--- src/fu_pkg.sv ---
package fu_pkg;

  // datapath and tag widths
  localparam int xlen  = 64;
  localparam int tag_w = 6;

  // multiplier pipeline, one slice of operand b per stage
  localparam int mult_stages  = 4;
  localparam int mult_slice_w = xlen / mult_stages;

  // physical register tag carried with each instruction
  typedef logic [tag_w-1:0] tag_t;

  // integer alu opcodes
  typedef enum logic [3:0] {
    alu_addq   = 4'd0,
    alu_subq   = 4'd1,
    alu_and    = 4'd2,
    alu_bic    = 4'd3,
    alu_bis    = 4'd4,
    alu_ornot  = 4'd5,
    alu_xor    = 4'd6,
    alu_eqv    = 4'd7,
    alu_srl    = 4'd8,
    alu_sll    = 4'd9,
    alu_sra    = 4'd10,
    alu_cmpult = 4'd11,
    alu_cmpeq  = 4'd12,
    alu_cmpule = 4'd13,
    alu_cmplt  = 4'd14,
    alu_cmple  = 4'd15
  } alu_func_e;

  // source of alu operand b
  typedef enum logic {
    opb_is_regb = 1'b0,
    opb_is_imm  = 1'b1  // 8-bit literal, zero extended
  } opb_sel_e;

  // branch conditions, bit 2 negates the base test in bits 1:0
  typedef enum logic [2:0] {
    br_lbc = 3'b000,
    br_eq  = 3'b001,
    br_lt  = 3'b010,
    br_le  = 3'b011,
    br_lbs = 3'b100,
    br_ne  = 3'b101,
    br_ge  = 3'b110,
    br_gt  = 3'b111
  } br_cond_e;

endpackage

--- src/brcond.sv ---
`timescale 1ns/1ps

module brcond (
  input  logic                    clock,
  input  logic                    reset,
  input  logic                    issue,
  input  fu_pkg::br_cond_e        cond,
  input  fu_pkg::tag_t            tag,
  input  logic [fu_pkg::xlen-1:0] opa,
  input  logic [fu_pkg::xlen-1:0] npc,
  input  logic [fu_pkg::xlen-1:0] disp,
  input  logic                    grant,
  output logic                    free,
  output logic                    done,
  output fu_pkg::tag_t            done_tag,
  output logic [fu_pkg::xlen-1:0] done_value,
  output logic                    done_taken
);

  logic                    base_test;
  logic                    taken;
  logic [fu_pkg::xlen-1:0] target;

  always_comb begin
    case (cond[1:0])
      2'b00:   base_test = !opa[0];                                  // lbc
      2'b01:   base_test = (opa == '0);                              // eq
      2'b10:   base_test = opa[fu_pkg::xlen-1];                      // lt
      default: base_test = opa[fu_pkg::xlen-1] || (opa == '0);       // le
    endcase
  end

  assign taken  = base_test ^ cond[2];             // upper half of the codes negates
  assign target = npc + {disp[fu_pkg::xlen-3:0], 2'b00};  // displacement in words

  assign free = !done || grant;

  always_ff @(posedge clock) begin
    if (reset) begin
      done <= 1'b0;
    end else if (issue) begin
      done <= 1'b1;
    end else if (grant) begin
      done <= 1'b0;
    end
  end

  always_ff @(posedge clock) begin
    if (issue) begin
      done_tag   <= tag;
      done_value <= taken ? target : npc;   // fall through to npc
      done_taken <= taken;
    end
  end

  issue_when_free: assert property (@(posedge clock) disable iff (reset) issue |-> free)
    else $error("branch unit issued while busy");

endmodule

--- config.mk ---
export PLATFORM = sky130hd
export DESIGN_NAME = brcond
export DESIGN_NICKNAME = d
export VERILOG_FILES = /design/src/fu_pkg.sv /design/src/brcond.sv
export SDC_FILE = /design/constraint.sdc
export NUM_CORES = 1
export LEC_CHECK = 0
export ABC_AREA = 1
export BUFFER_PORTS_ARGS = -buffer_cell sky130_fd_sc_hd__buf_2
export CELL_PAD_IN_SITES_DETAIL_PLACEMENT = 1
export CELL_PAD_IN_SITES_GLOBAL_PLACEMENT = 2
export CORE_MARGIN = 4
export CORE_UTILIZATION = 25
export CTS_CLUSTER_DIAMETER = 200
export DETAILED_ROUTE_END_ITERATION = 16
export GPL_TIMING_DRIVEN = 0
export PLACE_DENSITY = 0.84
export SLEW_MARGIN = 40
export SYNTH_ARGS = -nofsm -noshare
export SYNTH_HDL_FRONTEND = slang
export SYNTH_SLANG_ARGS = --single-unit
--- constraint.sdc ---
create_clock -name clock -period 2.5 [get_ports clock]
set_input_delay 0.25 -clock clock [delete_from_list [all_inputs] [get_ports clock]]
set_output_delay 0.25 -clock clock [all_outputs]
set_load 0.01 [all_outputs]
==> results.md <==
Detailed routing:
- The final route contains 9958 vias.
- The number of detailed-route iterations in the first pass is 4.
- The detail-routed via count per cell is approximately 4.4.
- The average wire length per cell after detail routing is ~17 µm.
- The final routed DRC violation total is 0.
- The remaining antenna violation count is 0.
- For this block, the initial DRC count from the detailed router was between 300 and 400.
- Summed over all layers, the routed wires come to 38500 µm.

Worst setup path:
- The longest individual stage delay on the worst path is 0.46 ns.
- The largest fanout of any net on the critical path is 5.
- In this run the critical register-to-register path is captured at done.
- The class of the most critical setup path is in2reg.
- The arrival time reported for the critical path endpoint is about 2.5 ns.
- The depth of the most critical reg-to-reg path is 2.
- For the worst setup path, the data required time is between 2 and 3 ns.
- The worst setup path is captured at a register.
- The nature of the critical path startpoint is a primary input.
- Setup slack on the worst reg-to-reg path comes out at 1.93 ns.
- The slowest cell on the critical path is sky130_fd_sc_hd__fa_1.
- The dominant cell type by count on the critical path is sky130_fd_sc_hd__nand3_1.
- The startpoint of the most critical register-to-register path is done.
- The signal on the critical path passes through buf_2 > ha_1 > fa_1 > nand3_1 > nand3_1 > nand4_1 > nand3_1 > nand2_1 > nand4_1 > nand3_1 > nand2_1.

Timing:
- The worst path uses 94.1% of the clock period.
- On the final layout, the worst hold slack is 0.0418 ns.
- The max-slew violation total from the final report is 0.
- The setup slack after layout is 0.148 ns.
- The final setup violation count is 0.
- The worst-case clock skew is 0 ns.
- The max-slew headroom at the worst pin is approximately 69%.
- The actual slew at the worst max-slew pin is approximately 0.47 ns.
- The number of hold-slack violations in the final timing report is 0.
- Setup repair after global routing left no endpoint under its margin.
- The sum of negative setup slack is 0 ns.
- Subtracting the final worst setup slack from the clock period gives between 2 and 2.5 ns.
- Based on the critical path, the design can be clocked at up to about 430 MHz.

GRT:
- Global routing consumed, over all layers together, 19.9% of the routing resources.
- The number of antenna violations at the first check in global routing is 2.
- Entering global routing, the biggest net connects 39 pins.
- The first-pass GRT wire length is between 50000 and 60000 µm.
- For this run the aggregate overflow at the end of global routing stands at 0.
- The number of global-route vias before repair is ~11000.

Logic synthesis:
- The most frequent cell after synthesis is sky130_fd_sc_hd__nand2_1.
- The mean instance size in the synthesized netlist is roughly 5.8 µm².
- By count the netlist is led by sky130_fd_sc_hd__nand2_1 (707), sky130_fd_sc_hd__inv_1 (296), sky130_fd_sc_hd__nor2_1 (136), sky130_fd_sc_hd__nand3_1 (75), sky130_fd_sc_hd__edfxtp_1 (71).
- The total number of yosys warnings is 0.
- The synthesized netlist occupies a cell area of 8790 µm².
- The total of flip-flops plus latches after synthesis is about 70.
- The most used flip-flop cell after synthesis is sky130_fd_sc_hd__edfxtp_1.
- The number of unique standard cell types used by synthesis is 33.
- The net count of the mapped netlist is around 1800.
- In this run, synthesis inferred 71 flip-flops with an integrated enable.
- After synthesis, the largest area contributor takes up a little under a third of total cell area.
- Sequential cells were found to cover approximately 24% of the synthesized design area.
- For this run, asynchronously set or reset flops after synthesis account for 0%.
- Ranked by total cell area, the synthesized netlist is headed by sky130_fd_sc_hd__nand2_1 (30%), sky130_fd_sc_hd__edfxtp_1 (24%), sky130_fd_sc_hd__inv_1 (13%).
- The number of instances in the synthesized netlist is 1522.
- The cell type with the largest total area after synthesis is sky130_fd_sc_hd__nand2_1.

Hold path:
- The worst hold path begins at reset.
- The path with the worst hold slack has its endpoint at done.
- The min-delay analysis places its worst path in the category in2reg.
- The worst hold path depth is 2.

Floorplan:
- The width of the die is a little under 200 µm.
- The floorplan die height is between 150 and 200 µm.
- After floorplanning, the core was sized to cover ~35000 µm².
- The area of the die is around 38000 µm².
- The I/O pin total is about 280.
- Once the floorplan was initialized, standard cells occupied 25.4% of the core.
- The standard-cell row count is 68.

Finish:
- The multi-input combinational cells in the finished layout cover a total of about 5400 µm².
- The finished layout holds 2272 standard cells, fillers aside.
- The core utilization of the finished layout is 32.0%.
- The final net count is about 2100.
- The relative area change from synthesis to final layout is 26.0%.
- Fill cells in the final layout number approximately 4700.
- The finished cells cover approximately 11000 µm².
- Across the whole layout, storage elements account for approximately 2200 µm².
- The fraction of layout instances using a drive strength above 1 is between 10% and 20%.

Placed design:
- After detailed placement, the design holds a cell count of roughly 2300.
- Summed over all nets, the half-perimeter wirelength after detailed placement is 33900 µm.
- The pre-CTS worst setup slack is -0.287 ns.
- Routability-driven placement finished with a final weighted congestion of 0.873.
- Once placement finished, the instance area stood at approximately 11000 µm².
- The number of buffer cells added on primary ports is between 200 and 300.

Clock tree:
- The tree built by TritonCTS fans out to 72 sinks.
- The tree is rooted in a sky130_fd_sc_hd__clkbuf_16.
- For the worst-skew pair, the clock arrives at the later sink with an insertion delay of ~0.36 ns.
- Clock-pin slew was measured on the worst setup and hold paths at 0.07 ns.
- The maximum root-to-sink buffer count is 2.
- The CTS tree is yes.
- The H-tree was split into 3 levels.
- TritonCTS created 9 clock buffers.
- The post-cts sizing count is 0.
- The hold-fix buffer count after cts is 0.
- The buffer count from post-CTS setup fixing is 0.

Power and ir drop:
- Dividing total power by cell area gives a power density of about 460 nW/µm².
- The analysis attributes to cell leakage a power of about 6.5 nW.
- VDD sags by at most 320 µV.
- The power after layout is approximately 5 mW.

Outcome:
- The run finished with clean final reports.

Flow run:
- Across the run, the number of max-cap violations was 0.
## final cells by class
class | count | area share, %
antenna | 3 | 0.0678
buffer | 12 | 1.02
clock buffer | 11 | 2.19
clock inverter | 5 | 0.520
inverter | 299 | 10.2
multi-input combinational | 1139 | 48.8
sequential | 72 | 19.4
tap | 455 | 5.14
timing repair buffer | 276 | 12.7
## registers in the layout (all words and copies together) (netlist names)
register and flops:
done_value 64, done 1, done_tag 6, done_taken 1
## placed cells by master, fill, tap and decap left out, drive strengths merged
| cell type | n |
|---|---|
| nor3b | 1 |
| o21ai | 8 |
| dfxtp | 1 |
| a21oi | 45 |
| nor4 | 1 |
| clkinvlp | 3 |
| a21boi | 3 |
| clkbuf | 11 |
| xnor2 | 2 |
| clkinv | 1 |
| o21bai | 5 |
| nor2 | 147 |
| ha | 61 |
| nand3b | 8 |
| and2 | 3 |
| bufinv | 1 |
| fa | 1 |
| edfxtp | 71 |
| inv | 299 |
| nand2 | 717 |
| nor3 | 16 |
| diode | 3 |
| mux2i | 1 |
| nand3 | 79 |
| buf | 288 |
| xor2 | 27 |
| nand4 | 14 |
## critical path, delay by kind of cell
family                     cells  cell delay (ns)
buffers and inverters          1             0.11
and+or+nand+nor                8             1.39
adders and majority gates      2             0.71
## how the worst max path moves through the flow
stage            from        endpoint  slack [ns]  cells after the start
5_1_grt        npc[2]  done_value[54]        0.03                     11
3_3_place_gp   npc[2]  done_value[58]       -0.28                     13
4_1_cts        npc[2]  done_value[58]         0.1                     13
3_5_place_dp   npc[2]  done_value[58]       -0.29                     13
2_1_floorplan  npc[2]  done_value[58]        0.51                     12
6_report       npc[2]  done_value[54]        0.15                     11
## routing by layer
| metal | track usage (%) | part of all wire (%) | up-vias |
|---|---|---|---|
| met5 | 0 | 0 | - |
| met4 | 4.60 | 1.7 | 0 |
| met3 | 3.00 | 4.6 | 27 |
| met2 | 32.7 | 45 | 229 |
| met1 | 27.5 | 49 | 4494 |
| li1 | - | - | 5208 |
## kinds of logic (layout without fill, tap and decap cells)
logic type	after synthesis	in the layout	synth area share, %
xor gates and xnor gates	29	29	2.89
AOI/OAI and AO/OA	61	61	3.74
DFF	72	72	24.5
and+or+nand+nor	986	986	45.8
adders and majority gates	62	62	8.91
buffers and inverters	311	603	14.1
muxes	1	1	0.114
other	0	3	0
## power breakdown
part,internal (mW),switching [mW]
clock,0.800,0.599
combinational,0.733,1.40
sequential,1.52,0.0334
No activity file was read; power rests on OpenSTA's default activity.
