==> config.mk <==
export PLATFORM = sky130hd
export DESIGN_NAME = cdb_arbiter
export DESIGN_NICKNAME = d
export VERILOG_FILES = /design/src/fu_pkg.sv /design/src/cdb_arbiter.sv
export SDC_FILE = /design/constraint.sdc
export NUM_CORES = 1
export LEC_CHECK = 0
export BUFFER_PORTS_ARGS = -buffer_cell sky130_fd_sc_hd__buf_2
export CAP_MARGIN = 30
export CORE_AREA = 8 8 105 107
export DETAILED_ROUTE_END_ITERATION = 8
export DIE_AREA = 0 0 113 115
export GPL_TIMING_DRIVEN = 0
export PLACE_DENSITY = 0.73
export SKIP_LAST_GASP = 1
export SLEW_MARGIN = 20
export SYNTH_ARGS = -nofsm -noshare
export SYNTH_HDL_FRONTEND = slang
export SYNTH_SLANG_ARGS = --single-unit
==> constraint.sdc <==
create_clock -name vclk -period 0.9
set_input_delay 0.045 -clock vclk [all_inputs]
set_output_delay 0.045 -clock vclk [all_outputs]
set_load 0.01 [all_outputs]
==> src/fu_pkg.sv <==
package fu_pkg;

  // datapath and tag widths
  localparam int xlen  = 64;
  localparam int tag_w = 6;

  // multiplier pipeline, one slice of operand b per stage
  localparam int mult_stages  = 4;
  localparam int mult_slice_w = xlen / mult_stages;

  // physical register tag carried with each instruction
  typedef logic [tag_w-1:0] tag_t;

  // integer alu opcodes
  typedef enum logic [3:0] {
    alu_addq   = 4'd0,
    alu_subq   = 4'd1,
    alu_and    = 4'd2,
    alu_bic    = 4'd3,
    alu_bis    = 4'd4,
    alu_ornot  = 4'd5,
    alu_xor    = 4'd6,
    alu_eqv    = 4'd7,
    alu_srl    = 4'd8,
    alu_sll    = 4'd9,
    alu_sra    = 4'd10,
    alu_cmpult = 4'd11,
    alu_cmpeq  = 4'd12,
    alu_cmpule = 4'd13,
    alu_cmplt  = 4'd14,
    alu_cmple  = 4'd15
  } alu_func_e;

  // source of alu operand b
  typedef enum logic {
    opb_is_regb = 1'b0,
    opb_is_imm  = 1'b1  // 8-bit literal, zero extended
  } opb_sel_e;

  // branch conditions, bit 2 negates the base test in bits 1:0
  typedef enum logic [2:0] {
    br_lbc = 3'b000,
    br_eq  = 3'b001,
    br_lt  = 3'b010,
    br_le  = 3'b011,
    br_lbs = 3'b100,
    br_ne  = 3'b101,
    br_ge  = 3'b110,
    br_gt  = 3'b111
  } br_cond_e;

endpackage

==> src/cdb_arbiter.sv <==
`timescale 1ns/1ps

module cdb_arbiter (
  input  logic                    mult_done,
  input  logic                    alu_done,
  input  logic                    br_done,
  input  fu_pkg::tag_t            mult_tag,
  input  fu_pkg::tag_t            alu_tag,
  input  fu_pkg::tag_t            br_tag,
  input  logic [fu_pkg::xlen-1:0] mult_value,
  input  logic [fu_pkg::xlen-1:0] alu_value,
  input  logic [fu_pkg::xlen-1:0] br_value,
  input  logic                    br_taken,
  output logic                    mult_grant,
  output logic                    alu_grant,
  output logic                    br_grant,
  output logic                    cdb_valid,
  output fu_pkg::tag_t            cdb_tag,
  output logic [fu_pkg::xlen-1:0] cdb_value,
  output logic                    cdb_br_taken
);

  // multiplier first since a stall there backs up several products
  assign mult_grant = mult_done;
  assign alu_grant  = alu_done && !mult_done;
  assign br_grant   = br_done && !mult_done && !alu_done;

  assign cdb_valid  = mult_done || alu_done || br_done;

  always_comb begin
    cdb_tag      = '0;
    cdb_value    = '0;
    cdb_br_taken = 1'b0;   // only branches set it
    if (mult_grant) begin
      cdb_tag   = mult_tag;
      cdb_value = mult_value;
    end else if (alu_grant) begin
      cdb_tag   = alu_tag;
      cdb_value = alu_value;
    end else if (br_grant) begin
      cdb_tag      = br_tag;
      cdb_value    = br_value;
      cdb_br_taken = br_taken;
    end
  end

  // one broadcast per cycle
  always_comb begin
    assert ($onehot0({mult_grant, alu_grant, br_grant}))
      else $error("more than one cdb grant");
  end

endmodule

==> summary.md, run 1 <==
| Metric | Value |
|---|---|
| Status | `finished with violations` |
| Failing checks | `negative setup slack` |
| Core area | `0.00946 mm2` |
| Slew Limit Headroom | `0.765` |
| Pins Over Slew Limit | `0` |
| Maximum fanout along the worst path | `10` |
| Routability cong. | `0.859` |
| Yosys cell types | `12` |
| RSZ-0062 raised after global routing | `yes` |
| Synthesized area | `0.00205 mm2` |
| Most frequent cells in the layout | `buf_2 (293), a21oi_1 (85), nor2b_1 (71), nand3b_1 (70), a21oi_2 (54)` |
| Hpwl dp | `9.93 mm` |
| Syn_nets | `538` |
| Vias in the first global route | `3592` |
| Post-CTS setup buffer count | `0` |
| Initial Util | `0.216` |
| GRT overflow | `0` |
| FF/Latch Area | `0 um2` |
| Pleak | `0.00188 uW` |
| Nets@finish | `829` |
| Chip height | `115 um` |
| Port bufs | `286` |
| DIE AREA | `0.0130 mm2` |
| Fin area | `0.00397 mm2` |
| Sequential element share of the synthesized area | `0` |
| CP Launch Type | `primary input` |
| Type of the most critical hold path | `primary input to primary output` |
| Fraction of layout cells with a size suffix above 1 | `0.625` |
| CTS Hold Bufs | `0` |
| Area of the multi-input gates | `0.00191 mm2` |
| Cell count after placement | `724` |
| Setup ws final | `-0.0211 ns` |
| Cell row count | `36` |
| Initial DRC count | `183` |
| Num ports | `289` |
| Final Setup Violations | `1` |
| Vias/cell | `4.76` |
| Filler cells | `1044` |
| Seq cells | `0` |
| Synth warn | `0` |
| Global Route Usage Sum | `0.164` |
| Area growth from synthesis to layout | `94.2%` |
| Initial antenna violation count | `1` |
| Dpl cell area | `0.00362 mm2` |
| Critical Path AT | `0.88 ns` |
| Max Fclk | `1090 MHz` |
| Data required, critical path | `0.85 ns` |
| Tightest Pin Transition | `0.352 ns` |
| Most common cell after layout, fill and taps aside | `buf_2` |
| Max-cap check violation count | `0` |
| WS Path Type | `primary input to primary output` |
| Tmin final | `0.921 ns` |
| Post-synthesis cell count | `324` |
| Largest cells by area after synthesis | `a21oi_1 (29%), nand3b_1 (26%), nor2b_1 (22%), a21oi_2 (9.8%), buf_8 (4.4%)` |
| Clock buffer count | `0` |
| Largest net degree at the start of global routing | `11` |
| Power per cell area | `503 mW/mm2` |
| Detailed Route WL | `12.2 mm` |
| CP Capture Type | `primary output` |
| DRC Markers | `0` |
| Via count | `3462` |
| Worst hold slack | `0.295 ns` |
| Chip width | `113 um` |
| Peak supply drop | `0.000262 V` |
| Routed Antenna Nets | `0` |
| Hold path startpoint | `mult_done` |
| Global-route wire length before repair | `18.0 mm` |
| Final hold viol count | `0` |
| Crit. Startpoint | `mult_done` |
| Fin crit share | `1.02` |
| Routed wire per std cell | `16.8 um` |
| Mean Syn Cell Area | `6.31 um2` |
| Post-synth top area share | `0.286` |
| Synth area leader | `a21oi_1` |
| Final Non-Filler Cells | `728` |
| TritonRoute pass-1 iters | `4` |
power breakdown:
| part | internal [uW] | switching, uW |
|---|---|---|
| Clock | 0.000120 | 0 |
| Sequential | 0 | 0 |
| Combinational | 1040 | 957 |
metal layers:
metal	share of wire	wire length [um]	global-route usage
met5	0	0	0
met4	0.0029	36	0.00533
met3	0.10	1240	0.0583
met2	0.50	6070	0.303
met1	0.40	4870	0.187
path summary, 6_finish.rpt:
| kind | end | slack [ns] | cells after the start |
|---|---|---|---|
| max | cdb_value[0] | -0.02 | 6 |
| min | mult_grant | 0.30 | 2 |
logic make-up after synthesis:
kind of cell | after synthesis | share of synthesized area
AOI/OAI and AO/OA | 140 | 0.385
buffers and inverters | 40 | 0.129
and+or+nand+nor | 144 | 0.486
critical path, stage by stage:
cell and delay [ns]:
buf_12 0.13, clkbuf_16 0.16, buf_6 0.15, a21oi_1 0.17
a21oi_2 0.08, buf_2 0.14
metrics by stage:
step,utilization,setup TNS [ns],setup slack [ns],total power [uW]
after floorplan,-,0,0.0778,916
after global placement,0.383,-18.42,-0.326,1800
after detailed placement,0.383,-17.11,-0.310,1810
after CTS,0.395,-1.06,-0.0541,1880
after global routing,0.420,-0.594,-0.0470,2170
final,0.420,-0.0211,-0.0211,2000
final cells by class:
| cell class | count | share of cell area |
|---|---|---|
| plain buffers | 40 | 0.104 |
| well taps | 114 | 0.0359 |
| multi-input cells | 284 | 0.481 |
| repair buffers | 289 | 0.379 |
| diodes | 1 | 0.000630 |
repair_timing:
action / in CTS / in global routing
cloned: 0 / 3
pin swaps: 0 / 6
setup endpoints to repair: 72 / 72
gates resized for setup: 41 / 56
cell usage after synthesis:
cell type / number
buf_2: 13
and2_1: 1
buf_8: 6
a21oi_1: 117
nand3b_1: 70
or3_1: 1
nor3b_2: 1
nor2b_1: 71
a21oi_2: 23
buf_6: 3
buf_4: 2
clkbuf_1: 16
Note: power is estimated with default switching activity, not from simulation.
==> run 2, diff against run 1 <==
Settings changed: ABC_AREA set to 1, PLACE_DENSITY 0.73 to 0.67.
==> run 2 against run 1 <==
  * The run still ends with negative setup slack left
  * Final cell count up 1.2%
  * Cell area up 1.8%
  * First-iteration DRC count up 99%
  * Power up 5.7%
  * Sequential cell count unchanged
  * Via count up 3.8%
  * Synthesized cell count up 1.5%
  * Setup slack worse by 0.012 ns
  * Sequential share of layout area unchanged
  * Die area unchanged
  * Hold slack worse by 0.013 ns
  * Synthesized area down 22%
  * Critical endpoint is now cdb_value[55]
==> summary.md, run 2 <==
| Metric | Value |
|---|---|
| Status | `finished with violations` |
| Failing checks | `negative setup slack` |
| Mean Syn Cell Area | `4.86 um2` |
| Hpwl dp | `10.1 mm` |
| CTS Hold Bufs | `0` |
| Synth area leader | `nand3_1` |
| Dpl cell area | `0.00317 mm2` |
| Port bufs | `286` |
| DIE AREA | `0.0130 mm2` |
| Critical Path AT | `0.89 ns` |
| Fraction of layout cells with a size suffix above 1 | `0.661` |
| FF/Latch Area | `0 um2` |
| Hold path startpoint | `mult_done` |
| Post-synthesis cell count | `329` |
| Data required, critical path | `0.85 ns` |
| Nets@finish | `839` |
| Fin area | `0.00405 mm2` |
| Synth top cells by count | `nand3_1 (210), nand2_1 (72), buf_2 (19)` |
| Hold Path Stages | `2` |
| Synth warn | `0` |
| Slew Limit Headroom | `0.829` |
| Initial Util | `0.169` |
| Cell count after placement | `729` |
| Initial DRC count | `364` |
| Synthesized area | `0.00160 mm2` |
| Syn_nets | `543` |
| Routability cong. | `0.896` |
| Initial antenna violation count | `0` |
| Seq cells | `0` |
| Pins Over Slew Limit | `0` |
| Vias in the first global route | `3389` |
| Vias/cell | `4.88` |
| Area growth from synthesis to layout | `153%` |
| Critical-path cell list | `buf_16 > nor2_8 > buf_6 > nand3_2 > nand3_2 > buf_6` |
| Final Setup Violations | `19` |
| RSZ-0062 raised after global routing | `yes` |
| Global-route wire length before repair | `18.1 mm` |
| Max Fclk | `1070 MHz` |
| Routed Antenna Nets | `0` |
| Most common cell after layout, fill and taps aside | `buf_2` |
| Fin crit share | `1.04` |
| Largest cells by area after synthesis | `nand3_1 (66%), nand2_1 (17%), buf_2 (6.0%), buf_6 (4.9%), clkbuf_1 (2.6%)` |
| Max-cap check violation count | `0` |
| Global Route Usage Sum | `0.169` |
| Largest net degree at the start of global routing | `12` |
| Tmin final | `0.933 ns` |
| ANT cells | `0` |
| Cell row count | `36` |
| Peak supply drop | `0.000165 V` |
| CP Launch Type | `primary input` |
| Worst slack, placed | `-0.273 ns` |
| Most frequent cells in the layout | `buf_2 (251), nand3_1 (133), nand3_2 (75), nand2_1 (72), buf_6 (52)` |
| Count leader, synth | `nand3_1` |
| Yosys cell types | `10` |
| Via count | `3595` |
| Sequential element share of the synthesized area | `0` |
| Core area | `0.00946 mm2` |
| Maximum fanout along the worst path | `8` |
| Chip height | `115 um` |
| TritonRoute pass-1 iters | `7` |
| Chip width | `113 um` |
| GRT overflow | `0` |
| Filler cells | `1026` |
| DRC Markers | `0` |
| Num ports | `289` |
| Final Non-Filler Cells | `737` |
| Post-synth top area share | `0.658` |
| Routed wire per std cell | `18.0 um` |
| Hold endpoint | `mult_grant` |
| Pleak | `0.00231 uW` |
| Tightest Pin Transition | `0.256 ns` |
| Final hold viol count | `0` |
| Area of the multi-input gates | `0.00176 mm2` |
| Clock buffer count | `0` |
| Critical Path Max Stage Delay | `0.25 ns` |
| Type of the most critical hold path | `primary input to primary output` |
| Setup ws final | `-0.0333 ns` |
| Critical Path Slowest Stage Cell | `nor2_8` |
| Power per cell area | `523 mW/mm2` |
| Detailed Route WL | `13.3 mm` |
| WS Path Type | `primary input to primary output` |
| CP Capture Type | `primary output` |
==> run 2: layout make-up <==
cell class,instances,area share
well taps,114,0.0353
repair buffers,293,0.441
multi-input cells,286,0.435
plain buffers,39,0.0835
inverters,5,0.00526
==> run 2: through the flow <==
stage	hold WS (ns)	power, uW	setup TNS (ns)	util
6_report	0.282	2110	-0.200	0.428
3_5_place_dp	0.286	1620	-12.77	0.335
5_1_grt	0.294	2270	-2.44	0.428
3_3_place_gp	0.286	1620	-13.64	0.335
2_1_floorplan	0.177	734	0	-
4_1_cts	0.286	1730	-0.795	0.356
==> run 2: layer usage <==
metal  global-route usage  wire (um)  share of wire  vias up
met5                    0          0              0        -
met4               0.0115        176          0.013        0
met3               0.0410       1220          0.092       18
met2                0.313       6900           0.52      214
met1                0.198       4990           0.38     1614
li1                     -          -              -     1749
==> run 2: power by group <==
| part | internal, uW | switching [uW] |
|---|---|---|
| clock network | 0 | 0 |
| registers | 0 | 0 |
| logic | 1080 | 1030 |
| total | 1080 | 1030 |
==> run 2: worst max path at each step <==
stage / from / to / depth (start not counted)
floorplan: alu_done / cdb_value[0] / 5
global placement: br_done / cdb_value[13] / 5
detailed placement: br_done / cdb_value[13] / 5
CTS: br_done / cdb_br_taken / 5
global route: mult_done / cdb_value[13] / 6
finish: mult_done / cdb_value[55] / 6
==> run 2: worst max-delay path: cells and delay by family <==
family	cells	cell delay, ns
buf+inv	3	0.42
simple gates	3	0.41
==> run 2: what timing repair did <==
action                                  4_1_cts  5_1_grt
buffers inserted                              1        1
cloned                                        6        0
pin swaps                                     3       10
endpoints found under the setup margin       73       73
hold endpoints to repair                      0        0
gates resized for setup                      43      131
==> run 2: logic make-up (layout without fill, tap and decap cells) <==
kind of cell,after synthesis,count (layout),share of synthesized area
and+or+nand+nor,285,286,0.844
buffers and inverters,44,337,0.156
==> run 3, diff against run 2 <==
--- a/config.mk
+++ b/config.mk
@@ -13,4 +13,5 @@
 export DIE_AREA = 0 0 113 115
 export GPL_TIMING_DRIVEN = 0
+export MAX_ROUTING_LAYER = met4
 export PLACE_DENSITY = 0.67
 export SKIP_LAST_GASP = 1
==> constraint.sdc (replaced) <==
create_clock -name vclk -period 0.9
set_input_delay 0.135 -clock vclk [all_inputs]
set_output_delay 0.135 -clock vclk [all_outputs]
set_load 0.01 [all_outputs]
==> run 3 against run 2 <==
  * Power up 20%
  * Die area unchanged
  * Non-clock buffer count up 7
  * The flow still finishes with violations (negative setup slack)
  * Critical path depth unchanged
==> summary.md, run 3 (synthesis results as in run 2) <==
| Metric | Value |
|---|---|
| Status | `finished with violations` |
| Failing checks | `negative setup slack` |
| CTS Hold Bufs | `0` |
| DRC Markers | `0` |
| Most frequent cells in the layout | `buf_2 (219), nand3_2 (134), buf_6 (94), nand3_1 (69), nand2_1 (69)` |
| Fin crit share | `1.21` |
| Final hold viol count | `0` |
| Num ports | `289` |
| Via count | `3616` |
| Pleak | `0.00263 uW` |
| Slew Limit Headroom | `0.848` |
| TritonRoute pass-1 iters | `4` |
| Vias in the first global route | `3935` |
| Global Route Usage Sum | `0.200` |
| FF/Latch Area | `0 um2` |
| Initial DRC count | `189` |
| Sw Share | `0.466` |
| Type of the most critical hold path | `primary input to primary output` |
| Max Fclk | `916 MHz` |
| Tot Pwr | `2540 uW` |
| Worst hold slack | `0.477 ns` |
| Chip height | `115 um` |
| Routability cong. | `0.963` |
| Logic pwr share | `1.000` |
| Tightest Pin Transition | `0.228 ns` |
| Clock buffer count | `0` |
| Detailed Route WL | `14.2 mm` |
| Max-cap check violation count | `0` |
| Final Util | `0.511` |
| Nets@finish | `847` |
| Setup ws final | `-0.191 ns` |
| Hold path startpoint | `mult_done` |
| Hold endpoint | `mult_grant` |
| WS Path Type | `primary input to primary output` |
| Global-route wire length before repair | `20.5 mm` |
| Vias/cell | `4.85` |
| RSZ-0062 raised after global routing | `yes` |
| Largest net degree at the start of global routing | `11` |
| Power per cell area | `526 mW/mm2` |
| Pins Over Slew Limit | `0` |
| Data required, critical path | `0.76 ns` |
| Hold Path Stages | `2` |
| ANT cells | `0` |
| Fin area | `0.00483 mm2` |
| Core area | `0.00946 mm2` |
| Critical Path AT | `0.96 ns` |
| Area growth from synthesis to layout | `202%` |
| Maximum fanout along the worst path | `5` |
| CP Capture Type | `primary output` |
| Final Setup Violations | `73` |
| Initial Util | `0.169` |
| Routed Antenna Nets | `0` |
| Routed wire per std cell | `19.0 um` |
| Fraction of layout cells with a size suffix above 1 | `0.775` |
| CP Launch Type | `primary input` |
| Tmin final | `1.09 ns` |
| Hpwl dp | `10.2 mm` |
| Dpl cell area | `0.00356 mm2` |
| Seq cells | `0` |
| Initial antenna violation count | `0` |
| Peak supply drop | `0.000193 V` |
| GRT overflow | `0` |
| Cell row count | `36` |
| Most common cell after layout, fill and taps aside | `buf_2` |
| Clock share of power | `0` |
| Chip width | `113 um` |
| Pint | `1360 uW` |
| Port bufs | `286` |
| DIE AREA | `0.0130 mm2` |
| Switching pwr | `1180 uW` |
| Reg power frac | `0` |
## run 3: critical path: stages
cell     delay, ns
buf_16        0.13
nor2_4        0.22
buf_6         0.17
nand3_2       0.08
nand3_2       0.10
buf_6         0.11
## run 3: worst max-delay path by stage
stage / depth (start not counted) / startpoint / endpoint / slack [ns]
CTS: 6 / mult_done / cdb_value[47] / -0.20
detailed placement: 6 / mult_done / cdb_value[48] / -0.33
global placement: 5 / mult_done / cdb_value[61] / -0.33
finish: 6 / mult_done / cdb_value[27] / -0.19
global route: 6 / alu_done / cdb_value[25] / -0.23
floorplan: 5 / alu_done / cdb_value[11] / 0.02
## run 3: per-layer routing
layer | GRT usage | vias up | routed length [um]
met4 | 0.0293 | 0 | 288
li1 | - | 1765 | -
met1 | 0.221 | 1635 | 5490
met3 | 0.0389 | 24 | 1060
met5 | - | - | 0
met2 | 0.371 | 192 | 7330
## run 3: cell type report
class	instances	area, um2
buffer	38	408
fill	910	4630
inverter	5	23.8
multi-input combinational	287	2140
tap	114	143
timing repair buffer	301	2110
## run 3: stage by stage
stage | std cells | setup TNS [ns] | setup WS (ns)
2_1_floorplan | 329 | 0 | 0.0250
3_3_place_gp | 729 | -21.25 | -0.332
3_5_place_dp | 729 | -21.35 | -0.326
4_1_cts | 746 | -11.33 | -0.197
5_1_grt | 745 | -13.75 | -0.234
6_report | 745 | -10.36 | -0.191
## run 3: power groups by stage
stage	Sequential (uW)	Combinational (uW)	Clock, uW
after floorplan	0	869	0
after global placement	0	1770	0
after detailed placement	0	1770	0
after CTS	0	2410	0
after global routing	0	2710	0
final	0	2540	0
## run 3: repair_timing
action / in CTS / in global routing
cloned: 11 / 0
setup endpoints to repair: 74 / 74
pin swaps: 9 / 5
gates resized for setup: 176 / 58
buffers inserted: 6 / 0
